==> config.mk <==
export PLATFORM = sky130hd
export DESIGN_NAME = mmem_unit
export DESIGN_NICKNAME = d
export VERILOG_FILES = /design/src/hdl/mmem_pkg.sv /design/src/hdl/mmem_dpram.sv /design/src/hdl/mmem_issue.sv /design/src/hdl/mmem_result.sv /design/src/hdl/mmem_unit.sv
export SDC_FILE = /design/constraint.sdc
export NUM_CORES = 2
export LEC_CHECK = 0
export BUFFER_PORTS_ARGS = -buffer_cell sky130_fd_sc_hd__buf_2
export CAP_MARGIN = 20
export CORE_ASPECT_RATIO = 1.1
export CORE_MARGIN = 2
export CORE_UTILIZATION = 25
export CTS_BUF_LIST = sky130_fd_sc_hd__clkbuf_4 sky130_fd_sc_hd__clkbuf_8
export CTS_CLUSTER_DIAMETER = 200
export CTS_CLUSTER_SIZE = 8
export DETAILED_ROUTE_END_ITERATION = 8
export GPL_ROUTABILITY_DRIVEN = 0
export SYNTH_ARGS = -nofsm -noshare
export SYNTH_HDL_FRONTEND = slang
export SYNTH_SLANG_ARGS = --single-unit
==> constraint.sdc <==
create_clock -name clk_a -period 6.65 [get_ports clk_a]
set_input_delay 0.9975 -clock clk_a [delete_from_list [all_inputs] [get_ports clk_a]]
set_output_delay 0.9975 -clock clk_a [all_outputs]
set_load 0.01 [all_outputs]
==> src/hdl/mmem_pkg.sv <==
/*
 * Shared types for the M-memory scratchpad unit.
 * Import into any module or testbench that handles commands or issue state.
 */

package mmem_pkg;

   // command opcodes carried on the command stream
   typedef enum logic [1:0]
   {
      op_write = 2'd0,  // store data at address
      op_read  = 2'd1,  // return the word
      op_add   = 2'd2,  // return word plus data, store the sum
      op_swap  = 2'd3   // return old word, store data
   } mmem_op_t;

   // issue stage FSM states
   typedef enum logic [1:0]
   {
      st_clear = 2'd0,  // zeroing sweep after reset
      st_run   = 2'd1,
      st_rmw   = 2'd2   // add write-back owns port B
   } issue_state_t;

endpackage

==> src/hdl/mmem_dpram.sv <==
/*
 * Dual-port synchronous RAM for the M-memory, one clock for both ports.
 * Registered read per port; a port A write wins over a port B write.
 */

`timescale 1ns/100ps

module mmem_dpram
#(
   parameter int ADDR_WIDTH = 5,
   parameter int DATA_WIDTH = 32
)
(
   input  logic                  clk_a,
   input  logic                  reset,

   input  logic [ADDR_WIDTH-1:0] address_a,
   input  logic [DATA_WIDTH-1:0] data_a,
   input  logic                  wren_a,
   input  logic                  rden_a,
   output logic [DATA_WIDTH-1:0] q_a,

   input  logic [ADDR_WIDTH-1:0] address_b,
   input  logic [DATA_WIDTH-1:0] data_b,
   input  logic                  wren_b,
   input  logic                  rden_b,
   output logic [DATA_WIDTH-1:0] q_b
);

   logic [DATA_WIDTH-1:0] ram [0:(2**ADDR_WIDTH)-1];

   // one write per cycle with port A first
   always_ff @(posedge clk_a)
   begin
      if (wren_a)
         ram[address_a] <= data_a;
      else if (wren_b)
         ram[address_b] <= data_b;
   end

   // read registers hold their value while not enabled
   always_ff @(posedge clk_a)
   begin
      if (reset)
         q_a <= '0;
      else if (rden_a)
         q_a <= ram[address_a];  // old data on a same-edge write
   end

   always_ff @(posedge clk_a)
   begin
      if (reset)
         q_b <= '0;
      else if (rden_b)
         q_b <= ram[address_b];
   end

endmodule

==> src/hdl/mmem_issue.sv <==
/*
 * Command issue stage of the M-memory unit.
 * Zeroes the RAM after reset, then turns accepted commands into RAM port
 * accesses and read requests for the result stage.
 */

`timescale 1ns/100ps

module mmem_issue
   import mmem_pkg::*;
#(
   parameter int ADDR_WIDTH = 5,
   parameter int DATA_WIDTH = 32
)
(
   input  logic                  clk_a,
   input  logic                  reset,

   input  logic                  cmd_valid,
   output logic                  cmd_ready,
   input  mmem_op_t              cmd_op,
   input  logic [ADDR_WIDTH-1:0] cmd_addr,
   input  logic [DATA_WIDTH-1:0] cmd_data,

   output logic [ADDR_WIDTH-1:0] address_a,
   output logic [DATA_WIDTH-1:0] data_a,
   output logic                  wren_a,

   output logic [ADDR_WIDTH-1:0] rd_addr,
   output logic                  rden_b,

   output logic                  rd_issue,
   output mmem_op_t              rd_op,
   output logic [DATA_WIDTH-1:0] rd_operand,

   input  logic                  slot_ready
);

   issue_state_t          state;
   logic [ADDR_WIDTH-1:0] clr_cnt;
   logic                  clearing;
   logic                  needs_slot;
   logic                  accept;
   logic                  is_write_a;

   assign clearing   = (state == st_clear);
   assign needs_slot = (cmd_op != op_write);  // read, add, swap return a result

   // writes go through even with a full result queue
   assign cmd_ready = (state == st_run) && (!needs_slot || slot_ready);
   assign accept    = cmd_valid && cmd_ready;

   assign is_write_a = (cmd_op == op_write) || (cmd_op == op_swap);

   // port A carries the clear sweep or write/swap data
   always_comb
   begin
      if (clearing)
      begin
         address_a = clr_cnt;
         data_a    = '0;
         wren_a    = 1'b1;
      end
      else
      begin
         address_a = cmd_addr;
         data_a    = cmd_data;
         wren_a    = accept && is_write_a;
      end
   end

   // port B read and request toward the result stage
   assign rd_issue   = accept && needs_slot;
   assign rden_b     = rd_issue;
   assign rd_addr    = cmd_addr;
   assign rd_op      = cmd_op;
   assign rd_operand = cmd_data;

   always_ff @(posedge clk_a)
   begin
      if (reset)
      begin
         state   <= st_clear;
         clr_cnt <= '0;
      end
      else
      begin
         case (state)
            st_clear:
            begin
               clr_cnt <= clr_cnt + 1'b1;
               if (clr_cnt == {ADDR_WIDTH{1'b1}})  // last word zeroed
                  state <= st_run;
            end
            st_run:
            begin
               if (accept && cmd_op == op_add)
                  state <= st_rmw;  // port B busy with the sum next cycle
            end
            st_rmw:
               state <= st_run;
            default:
               state <= st_run;
         endcase
      end
   end

endmodule

==> src/hdl/mmem_result.sv <==
/*
 * Result stage of the M-memory unit.
 * Takes RAM read data one cycle after issue, writes add sums back through
 * port B and queues results in a two-entry FIFO for the result stream.
 */

`timescale 1ns/100ps

module mmem_result
   import mmem_pkg::*;
#(
   parameter int ADDR_WIDTH = 5,
   parameter int DATA_WIDTH = 32
)
(
   input  logic                  clk_a,
   input  logic                  reset,

   input  logic                  rd_issue,
   input  mmem_op_t              rd_op,
   input  logic [ADDR_WIDTH-1:0] rd_addr,
   input  logic [DATA_WIDTH-1:0] rd_operand,

   input  logic [DATA_WIDTH-1:0] q_b,

   output logic [ADDR_WIDTH-1:0] address_b,
   output logic [DATA_WIDTH-1:0] data_b,
   output logic                  wren_b,

   output logic                  slot_ready,

   output logic                  res_valid,
   input  logic                  res_ready,
   output logic [DATA_WIDTH-1:0] res_data
);

   logic                  inflight;
   mmem_op_t              op_q;
   logic [ADDR_WIDTH-1:0] addr_q;
   logic [DATA_WIDTH-1:0] operand_q;
   logic [DATA_WIDTH-1:0] result;

   logic [DATA_WIDTH-1:0] fifo_mem [0:1];
   logic                  wr_ptr;
   logic                  rd_ptr;
   logic [1:0]            count;
   logic                  push;
   logic                  pop;

   always_ff @(posedge clk_a)
   begin
      if (reset)
         inflight <= 1'b0;
      else
         inflight <= rd_issue;  // q_b valid next cycle
   end

   always_ff @(posedge clk_a)
   begin
      if (rd_issue)
      begin
         op_q      <= rd_op;
         addr_q    <= rd_addr;
         operand_q <= rd_operand;
      end
   end

   // sum wraps at DATA_WIDTH bits
   assign result = (op_q == op_add) ? q_b + operand_q : q_b;

   // issue leaves port B idle during the write-back
   assign wren_b    = inflight && (op_q == op_add);
   assign data_b    = result;
   assign address_b = wren_b ? addr_q : rd_addr;

   assign push = inflight;
   assign pop  = res_valid && res_ready;

   always_ff @(posedge clk_a)
   begin
      if (push)
         fifo_mem[wr_ptr] <= result;
   end

   always_ff @(posedge clk_a)
   begin
      if (reset)
      begin
         wr_ptr <= 1'b0;
         rd_ptr <= 1'b0;
         count  <= '0;
      end
      else
      begin
         if (push)
            wr_ptr <= ~wr_ptr;
         if (pop)
            rd_ptr <= ~rd_ptr;
         if (push && !pop)
            count <= count + 1'b1;
         else if (pop && !push)
            count <= count - 1'b1;
      end
   end

   assign res_valid = (count != 2'd0);
   assign res_data  = fifo_mem[rd_ptr];

   // room for one more, counting the read still in the RAM
   assign slot_ready = (count + {1'b0, inflight}) < 2'd2;

endmodule

==> src/hdl/mmem_unit.sv <==
/*
 * M-memory scratchpad unit, top level.
 * Command stream in, ordered read results out; sets the RAM geometry.
 */

`timescale 1ns/100ps

module mmem_unit
   import mmem_pkg::*;
#(
   parameter int ADDR_WIDTH = 5,
   parameter int DATA_WIDTH = 32
)
(
   input  logic                  clk_a,
   input  logic                  reset,

   input  logic                  cmd_valid,
   output logic                  cmd_ready,
   input  mmem_op_t              cmd_op,
   input  logic [ADDR_WIDTH-1:0] cmd_addr,
   input  logic [DATA_WIDTH-1:0] cmd_data,

   output logic                  res_valid,
   input  logic                  res_ready,
   output logic [DATA_WIDTH-1:0] res_data
);

   logic [ADDR_WIDTH-1:0] address_a;
   logic [DATA_WIDTH-1:0] data_a;
   logic                  wren_a;
   logic [ADDR_WIDTH-1:0] address_b;
   logic [DATA_WIDTH-1:0] data_b;
   logic                  wren_b;
   logic                  rden_b;
   logic [DATA_WIDTH-1:0] q_b;

   logic                  rd_issue;
   mmem_op_t              rd_op;
   logic [ADDR_WIDTH-1:0] rd_addr;
   logic [DATA_WIDTH-1:0] rd_operand;
   logic                  slot_ready;

   mmem_issue #(.ADDR_WIDTH(ADDR_WIDTH), .DATA_WIDTH(DATA_WIDTH)) issue_inst
   (
      .clk_a      (clk_a),
      .reset      (reset),
      .cmd_valid  (cmd_valid),
      .cmd_ready  (cmd_ready),
      .cmd_op     (cmd_op),
      .cmd_addr   (cmd_addr),
      .cmd_data   (cmd_data),
      .address_a  (address_a),
      .data_a     (data_a),
      .wren_a     (wren_a),
      .rd_addr    (rd_addr),
      .rden_b     (rden_b),
      .rd_issue   (rd_issue),
      .rd_op      (rd_op),
      .rd_operand (rd_operand),
      .slot_ready (slot_ready)
   );

   // port A is write only here
   mmem_dpram #(.ADDR_WIDTH(ADDR_WIDTH), .DATA_WIDTH(DATA_WIDTH)) dpram_inst
   (
      .clk_a     (clk_a),
      .reset     (reset),
      .address_a (address_a),
      .data_a    (data_a),
      .wren_a    (wren_a),
      .rden_a    (1'b0),
      .q_a       (),
      .address_b (address_b),
      .data_b    (data_b),
      .wren_b    (wren_b),
      .rden_b    (rden_b),
      .q_b       (q_b)
   );

   mmem_result #(.ADDR_WIDTH(ADDR_WIDTH), .DATA_WIDTH(DATA_WIDTH)) result_inst
   (
      .clk_a      (clk_a),
      .reset      (reset),
      .rd_issue   (rd_issue),
      .rd_op      (rd_op),
      .rd_addr    (rd_addr),
      .rd_operand (rd_operand),
      .q_b        (q_b),
      .address_b  (address_b),
      .data_b     (data_b),
      .wren_b     (wren_b),
      .slot_ready (slot_ready),
      .res_valid  (res_valid),
      .res_ready  (res_ready),
      .res_data   (res_data)
   );

endmodule

# Yosys cells after proc, flatten, opt, wreduce, memory -nomap -nowiden
# Memory sizes are Yosys's and may differ from the RTL's. A register that Yosys moved wholly into a read port is not among the register bits.
# Index checks and enable logic that the tools add are counted.
# Widths: inputs -> output; s select.
dict set report totals {
  reg_bits 51
  ram_bits 1088
  out_inout_bits 34
  elab_cells 69
  mem_count 2
}
# name depth word_bits read_ports rd_clocked_by_memory_dff wr line_no
set mem_list {}
lappend mem_list {dpram_inst.ram 32 32 1 1 1 mmem_dpram.sv:30} ;# logic [DATA_WIDTH-1:0] ram [0:(2**ADDR_WIDTH)-1];
lappend mem_list {result_inst.fifo_mem 2 32 1 1 1 mmem_result.sv:43} ;# logic [DATA_WIDTH-1:0] fifo_mem [0:1];
dict set report classes {
  addsub 5
  n_lt_le_gt_ge 1
  n_eq_ne 7
  mux 22
  bitwise 2
  n_reduce_logical 21
}
# cell n
set ops {}
lappend ops {{$mux 32} 3}
lappend ops {{$add 32x32->32} 1}
lappend ops {{$reduce_or 32->1} 1}
lappend ops {{$mux 5} 3}
lappend ops {{$mux 1} 11}
lappend ops {{$logic_and 1x1->1} 9}
lappend ops {{$mux 2} 4}
lappend ops {{$eq 2x2->1 const B} 3}
lappend ops {{$reduce_bool 2->1} 3}
lappend ops {{$add 5x1->5 const B} 1}
lappend ops {{$eq 5x5->1 const B} 1}
lappend ops {{$logic_not 2->1} 2}
lappend ops {{$ne 2x2->1 const B} 2}
lappend ops {{$pmux 2 s2} 1}
lappend ops {{$logic_not 1->1} 3}
lappend ops {{$add 2x1->2} 1}
lappend ops {{$add 2x1->2 const B} 1}
lappend ops {{$eq 2x1->1 const B} 1}
lappend ops {{$logic_or 1x1->1} 2}
lappend ops {{$lt 2x2->1 const B} 1}
lappend ops {{$not 1->1} 2}
lappend ops {{$reduce_and 2->1} 1}
lappend ops {{$sub 2x1->2 const B} 1}

# Logic depth before layout (Yosys ltp)
dict set report logic_depth {
  word_depth 11
  ltp_mapped 14
  mapped_depth_nobuf 10
}

# By module
# Synthesis repeated with hierarchy kept, for this count alone.
dict set report unflattened {
  hier_cells 4111
  area_unflattened_um2 57990.6
}
# module n_inst cells_each area_each_um2 seq_area_each_um2
set modules_own_cells {}
lappend modules_own_cells {mmem_dpram 1 3457 50901.3 32030.7}
lappend modules_own_cells {mmem_result 1 533 6113.4 3213.1}
lappend modules_own_cells {mmem_issue 1 120 972.2 140.1}
lappend modules_own_cells {mmem_unit 1 1 3.8 0.0}

# Worst setup path before layout
# No wires, ideal clock.
dict set report synth_timing {
  kind {register to register}
  from {register result_inst.operand_q[0]}
  to {memory dpram_inst.ram[0][14] (data pin)}
  setup_ps 563
  t_arrival_ps 4032
  t_required_ps 6087
  path_slack_ps 2055
  path_stages_with_launch 10
  path_buffers 0
  cell_sequence {edfxtp_1 ha_1 fa_1 a21o_1 nand4_1 a21oi_1 o31ai_1 xnor2_1 nand2_1 o41ai_1}
}
dict set report synth_via {
  elab_chain_len 3
}
# item line_no
set synth_lines {}
lappend synth_lines {{from (decl)} mmem_result.sv:40} ;# logic [DATA_WIDTH-1:0] operand_q;
lappend synth_lines {{from (signal assigned)} mmem_result.sv:64} ;# operand_q <= rd_operand;
lappend synth_lines {{$add 32x32->32} mmem_result.sv:69} ;# assign result = (op_q == op_add) ? q_b + operand_q : q_b;
lappend synth_lines {{$mux 32} mmem_result.sv:69}
lappend synth_lines {{$mux 32 (no source line)} --}
lappend synth_lines {{to (decl)} mmem_dpram.sv:30}
# No other way between the ends.

# Worst setup path after layout
dict set report layout_timing {
  from {register result_inst.inflight}
  to {memory dpram_inst.ram[31][4] (enable)}
}
dict set report layout_via {
  elab_chain_len 11
  word_cells_on_any_way 17
}
# item line_no
set layout_lines {}
lappend layout_lines {{from (decl)} mmem_result.sv:37} ;# logic inflight;
lappend layout_lines {{from (signal assigned)} mmem_result.sv:55} ;# inflight <= rd_issue;
lappend layout_lines {{$add 2x1->2} mmem_result.sv:110} ;# assign slot_ready = (count + {1'b0, inflight}) < 2'd2;
lappend layout_lines {{$lt 2x2->1} mmem_result.sv:110}
lappend layout_lines {{$logic_or 1x1->1} mmem_issue.sv:50} ;# assign cmd_ready = (state == st_run) && (!needs_slot || slot_ready);
lappend layout_lines {{$logic_and 1x1->1} mmem_issue.sv:50}
lappend layout_lines {{$logic_and 1x1->1} mmem_issue.sv:51} ;# assign accept = cmd_valid && cmd_ready;
lappend layout_lines {{$logic_and 1x1->1} mmem_issue.sv:68} ;# wren_a = accept && is_write_a;
lappend layout_lines {{$mux 1} mmem_issue.sv:58} ;# if (clearing)
lappend layout_lines {{$mux 1} mmem_dpram.sv:35} ;# if (wren_a)
lappend layout_lines {{$mux 1 (implied by the code)} mmem_dpram.sv:38} ;# ram[address_b] <= data_b;
lappend layout_lines {{$reduce_or 32->1 (no source line)} --}
lappend layout_lines {{$mux 5 (no source line) / $mux 1 (equally long branches)} --}
# Several ways; a longest one is shown, not always the timed one.

==> run_results.csv <==
group,metric,value,unit
logic_synthesis,synth-main-ff-cell,"edfxtp_1",
clock_tree,cts_tree,"done",
placed_design,hpwl,79600,um
critical_path,required,7.20,ns
logic_synthesis,synthTopCellsByArea,"edfxtp_1 (70%), nand2_1 (8.7%), nand3_1 (5.7%)",
sta,hold_viol_final,0,
drt,wirelength,133000,um
critical_path,endpoint_kind,"flip-flop",
sta,timing.final.crit_share,0.736,
logic_synthesis,synth_top_family_by_area,"simple AND/OR/NAND/NOR gates",
sta,timing.final.max_slew_violations,0,
logic_synthesis,yosys.area_share.simple,0.173,
critical_path,path_cells,"nand3b_1, mux2i_4, buf_4, a21oi_1, nand3_1, nor2_4, buf_4",
clock_tree,post_cts_buffers,0,
logic_synthesis,synth_adder_area_share,0.00973,
outcome,status,"finished clean",
drt,ant_nets,0,
sta,fin_worst_skew,0.0586,ns
sta,tightestPinTransition,1.14,ns
critical_path,setup.worst_path.start_class,"flip-flop",
clock_tree,htreeDepth,4,
critical_path,cp_num_buf_inv,2,
layout,final_area,55200,um2
critical_path,cp_top_family,"simple AND/OR/NAND/NOR gates",
logic_synthesis,synth-edff-count,1127,
placed_design,placed_area,52100,um2
drt,route.vias.total,31470,
global_routing,grt_usage,0.131,
drt,wl_per_cell,20.3,um
logic_synthesis,synthXorXnorAreaFrac,0.00580,
global_routing,grt_pass1_vias,30377,
global_routing,antenna_found_initial,4,
critical_path,arrival,5.45,ns
floorplan,io-pin-count,77,
floorplan,die_y,465,um
floorplan,dieArea,197000,um2
floorplan,num_rows,169,
clock_tree,clkTransAtPathRegs,0.06,ns
global_routing,grt_overflow,0,
sta,setup_viol,0,
critical_path,worst-path-max-fanout,39,
logic_synthesis,ys_ff_latch,1172,
floorplan,coreArea,192000,um2
sta,setup_tns,0,ns
drt,drt_iter0_drc,3257,
sta,max_freq,204,MHz
floorplan,die_x,423,um
layout,fin_util,0.287,
logic_synthesis,ys_top_cells_by_count,"edfxtp_1 (1,127), nand2_1 (1,119), nand3_1 (550)",
layout,area_delta_synth_final,14.2,%
power_and_ir_drop,finalPower,14.1,mW
logic_synthesis,syn-num-nets,3945,
layout,drive_gt1_frac,0.126,
placed_design,port_buffers,76,
clock_tree,cts.sinks,1172,
logic_synthesis,ys_async_sr_fraction,0,
logic_synthesis,ys_warn_count,0,
drt,vias_per_cell,4.79,
clock_tree,clk_latency,0.88,ns
logic_synthesis,ys_seq_area_frac,0.719,
min_path,hold_path_class,"input port to flip-flop",
placed_design,pre_cts_ws,1.25,ns
drt,drc,0,
critical_path,slowest_delay,0.86,ns
drt,first_pass_iters,6,
power_and_ir_drop,p_leak,18.8,nW
clock_tree,cts_resized,0,
floorplan,start_util,0.251,
sta,rsz0062_at_grt,"false",
sta,slew_headroom,0.237,
critical_path,cp_slowest_cell,"nor2_4",
sta,worst_slack,1.76,ns
power_and_ir_drop,vdd_drop_max,0.148,mV
clock_tree,clockBufferDepth,3,
critical_path,cpMostUsedCell,"buf_4",
logic_synthesis,syn-cell-area,48300,um2
job,drv_cap,0,
logic_synthesis,yosysMostFrequentCell,"edfxtp_1",
logic_synthesis,avgSynthCellArea,12.5,um2
logic_synthesis,synthMuxAreaShare,0.00960,
critical_path,path_class,"flip-flop to flip-flop",
logic_synthesis,synth.distinct_cells,60,
logic_synthesis,synth_compound_area_frac,0.0591,
global_routing,grt_max_degree,133,
sta,min_period,4.89,ns
power_and_ir_drop,p_per_area,254,nW/um2
logic_synthesis,netlist.area_leader.share,0.700,
clock_tree,cts_buffers,164,
logic_synthesis,yosysTopAreaCell,"edfxtp_1",
layout,layout.nets,4023,
clock_tree,cts_hold_buf,0,
clock_tree,cts_root_buf,"clkbuf_8",
logic_synthesis,syn_inst,3865,
global_routing,grt_pass1_wl,197000,um
[path summary, 6_finish.rpt]
path	start	to	slack, ns	cells after the start
worst min register to register	issue_inst.clr_cnt[4]$_SDFFE_PP0P_	issue_inst.clr_cnt[4]$_SDFFE_PP0P_	0.49	2
worst max-delay path	result_inst.inflight$_SDFF_PP0_	dpram_inst.ram[31][4]$_DFFE_PP_	1.76	7
worst min-delay path	cmd_data[7]	result_inst.operand_q[7]$_DFFE_PP_	0.33	1
worst max register to register	result_inst.inflight$_SDFF_PP0_	dpram_inst.ram[31][4]$_DFFE_PP_	1.76	7
[per-stage QoR]
step | hold slack [ns] | std cells
after global placement | 0.467 | 6326
after global routing | 0.308 | 6569
after floorplan | 0.454 | 3865
final | 0.329 | 6573
after CTS | 0.273 | 6555
after detailed placement | 0.488 | 6329
[layer usage]
layer | global-route usage | vias up | share of wire
li1 | - | 14313 | -
met1 | 0.180 | 15749 | 0.44
met2 | 0.204 | 1208 | 0.45
met3 | 0.0306 | 200 | 0.081
met4 | 0.0451 | 0 | 0.028
met5 | 0 | - | 0
[worst reg2reg max path: cells and delay by family (launching register included)]
family / cells / cell delay (ns)
simple gates: 3 / 2.12
buf+inv: 2 / 0.65
mux: 1 / 0.46
compound gates: 1 / 0.87
flops: 1 / 0.50
[registers in the layout, summed over array words and instances, names as in the netlist, named ones only]
signal	count
dpram_inst.ram	1024
result_inst.rd_ptr	1
result_inst.operand_q	32
issue_inst.clr_cnt	5
result_inst.wr_ptr	1
dpram_inst.q_b	32
result_inst.op_q	2
result_inst.inflight	1
result_inst.addr_q	5
result_inst.fifo_mem	64
result_inst.count	2
issue_inst.state	2
[power by group]
group / leakage (nW) / internal, mW / total, mW / switching [mW]
Sequential: 10.3 / 8.06 / 8.08 / 0.0191
Clock: 1.47 / 2.57 / 5.20 / 2.64
Combinational: 6.95 / 0.214 / 0.771 / 0.557
Total: 18.8 / 10.8 / 14.1 / 3.21
[placed cells by master (no fill, tap or decap), types with 6 or more instances in the layout]
master     Yosys  routed
edfxtp_1    1127    1127
nand2_1     1119    1118
nand3_1      550     550
clkbuf_8       0     164
and3_1       106     106
a311oi_1      99      99
buf_2         84      76
nor2_1       100      65
a31oi_1       65      65
buf_4         18      65
clkbuf_4       0      48
dfxtp_1       45      45
o21a_1        39      39
o21ai_0       53      38
ha_1          36      36
nor2_4         0      34
mux2_2        35      33
a2111oi_0     32      32
a21oi_1       31      31
a21o_1        20      19
xnor2_1       16      16
xor2_1        16      16
o21ai_4        0      15
buf_12         0      13
buf_16         0      11
nor3_1         9       9
o41ai_2        0       8
nand4_1        7       7
inv_1          7       7
o21bai_1       6       6
and2_1         6       6
or3_1          7       6
[layout make-up]
cell class	instances	area [um2]
antenna	5	12.5
clock buffer	212	2620
clock inverter	14	164
fill	19568	137000
inverter	8	30.0
multi-input combinational	2431	13000
sequential	1172	34700
tap	2565	3210
timing repair buffer	166	1440
[kinds of logic (layout without fill, tap and decap cells)]
logic type                 after synthesis  after routing
xor gates and xnor gates                32             32
DFF                                   1172           1172
adders and majority gates               37             37
muxes                                   42             42
and+or+nand+nor                       1930           1930
other                                    0              5
buffers and inverters                  262            400
AOI/OAI and AO/OA                      390            390
Note: power is estimated with default switching activity, not from simulation.
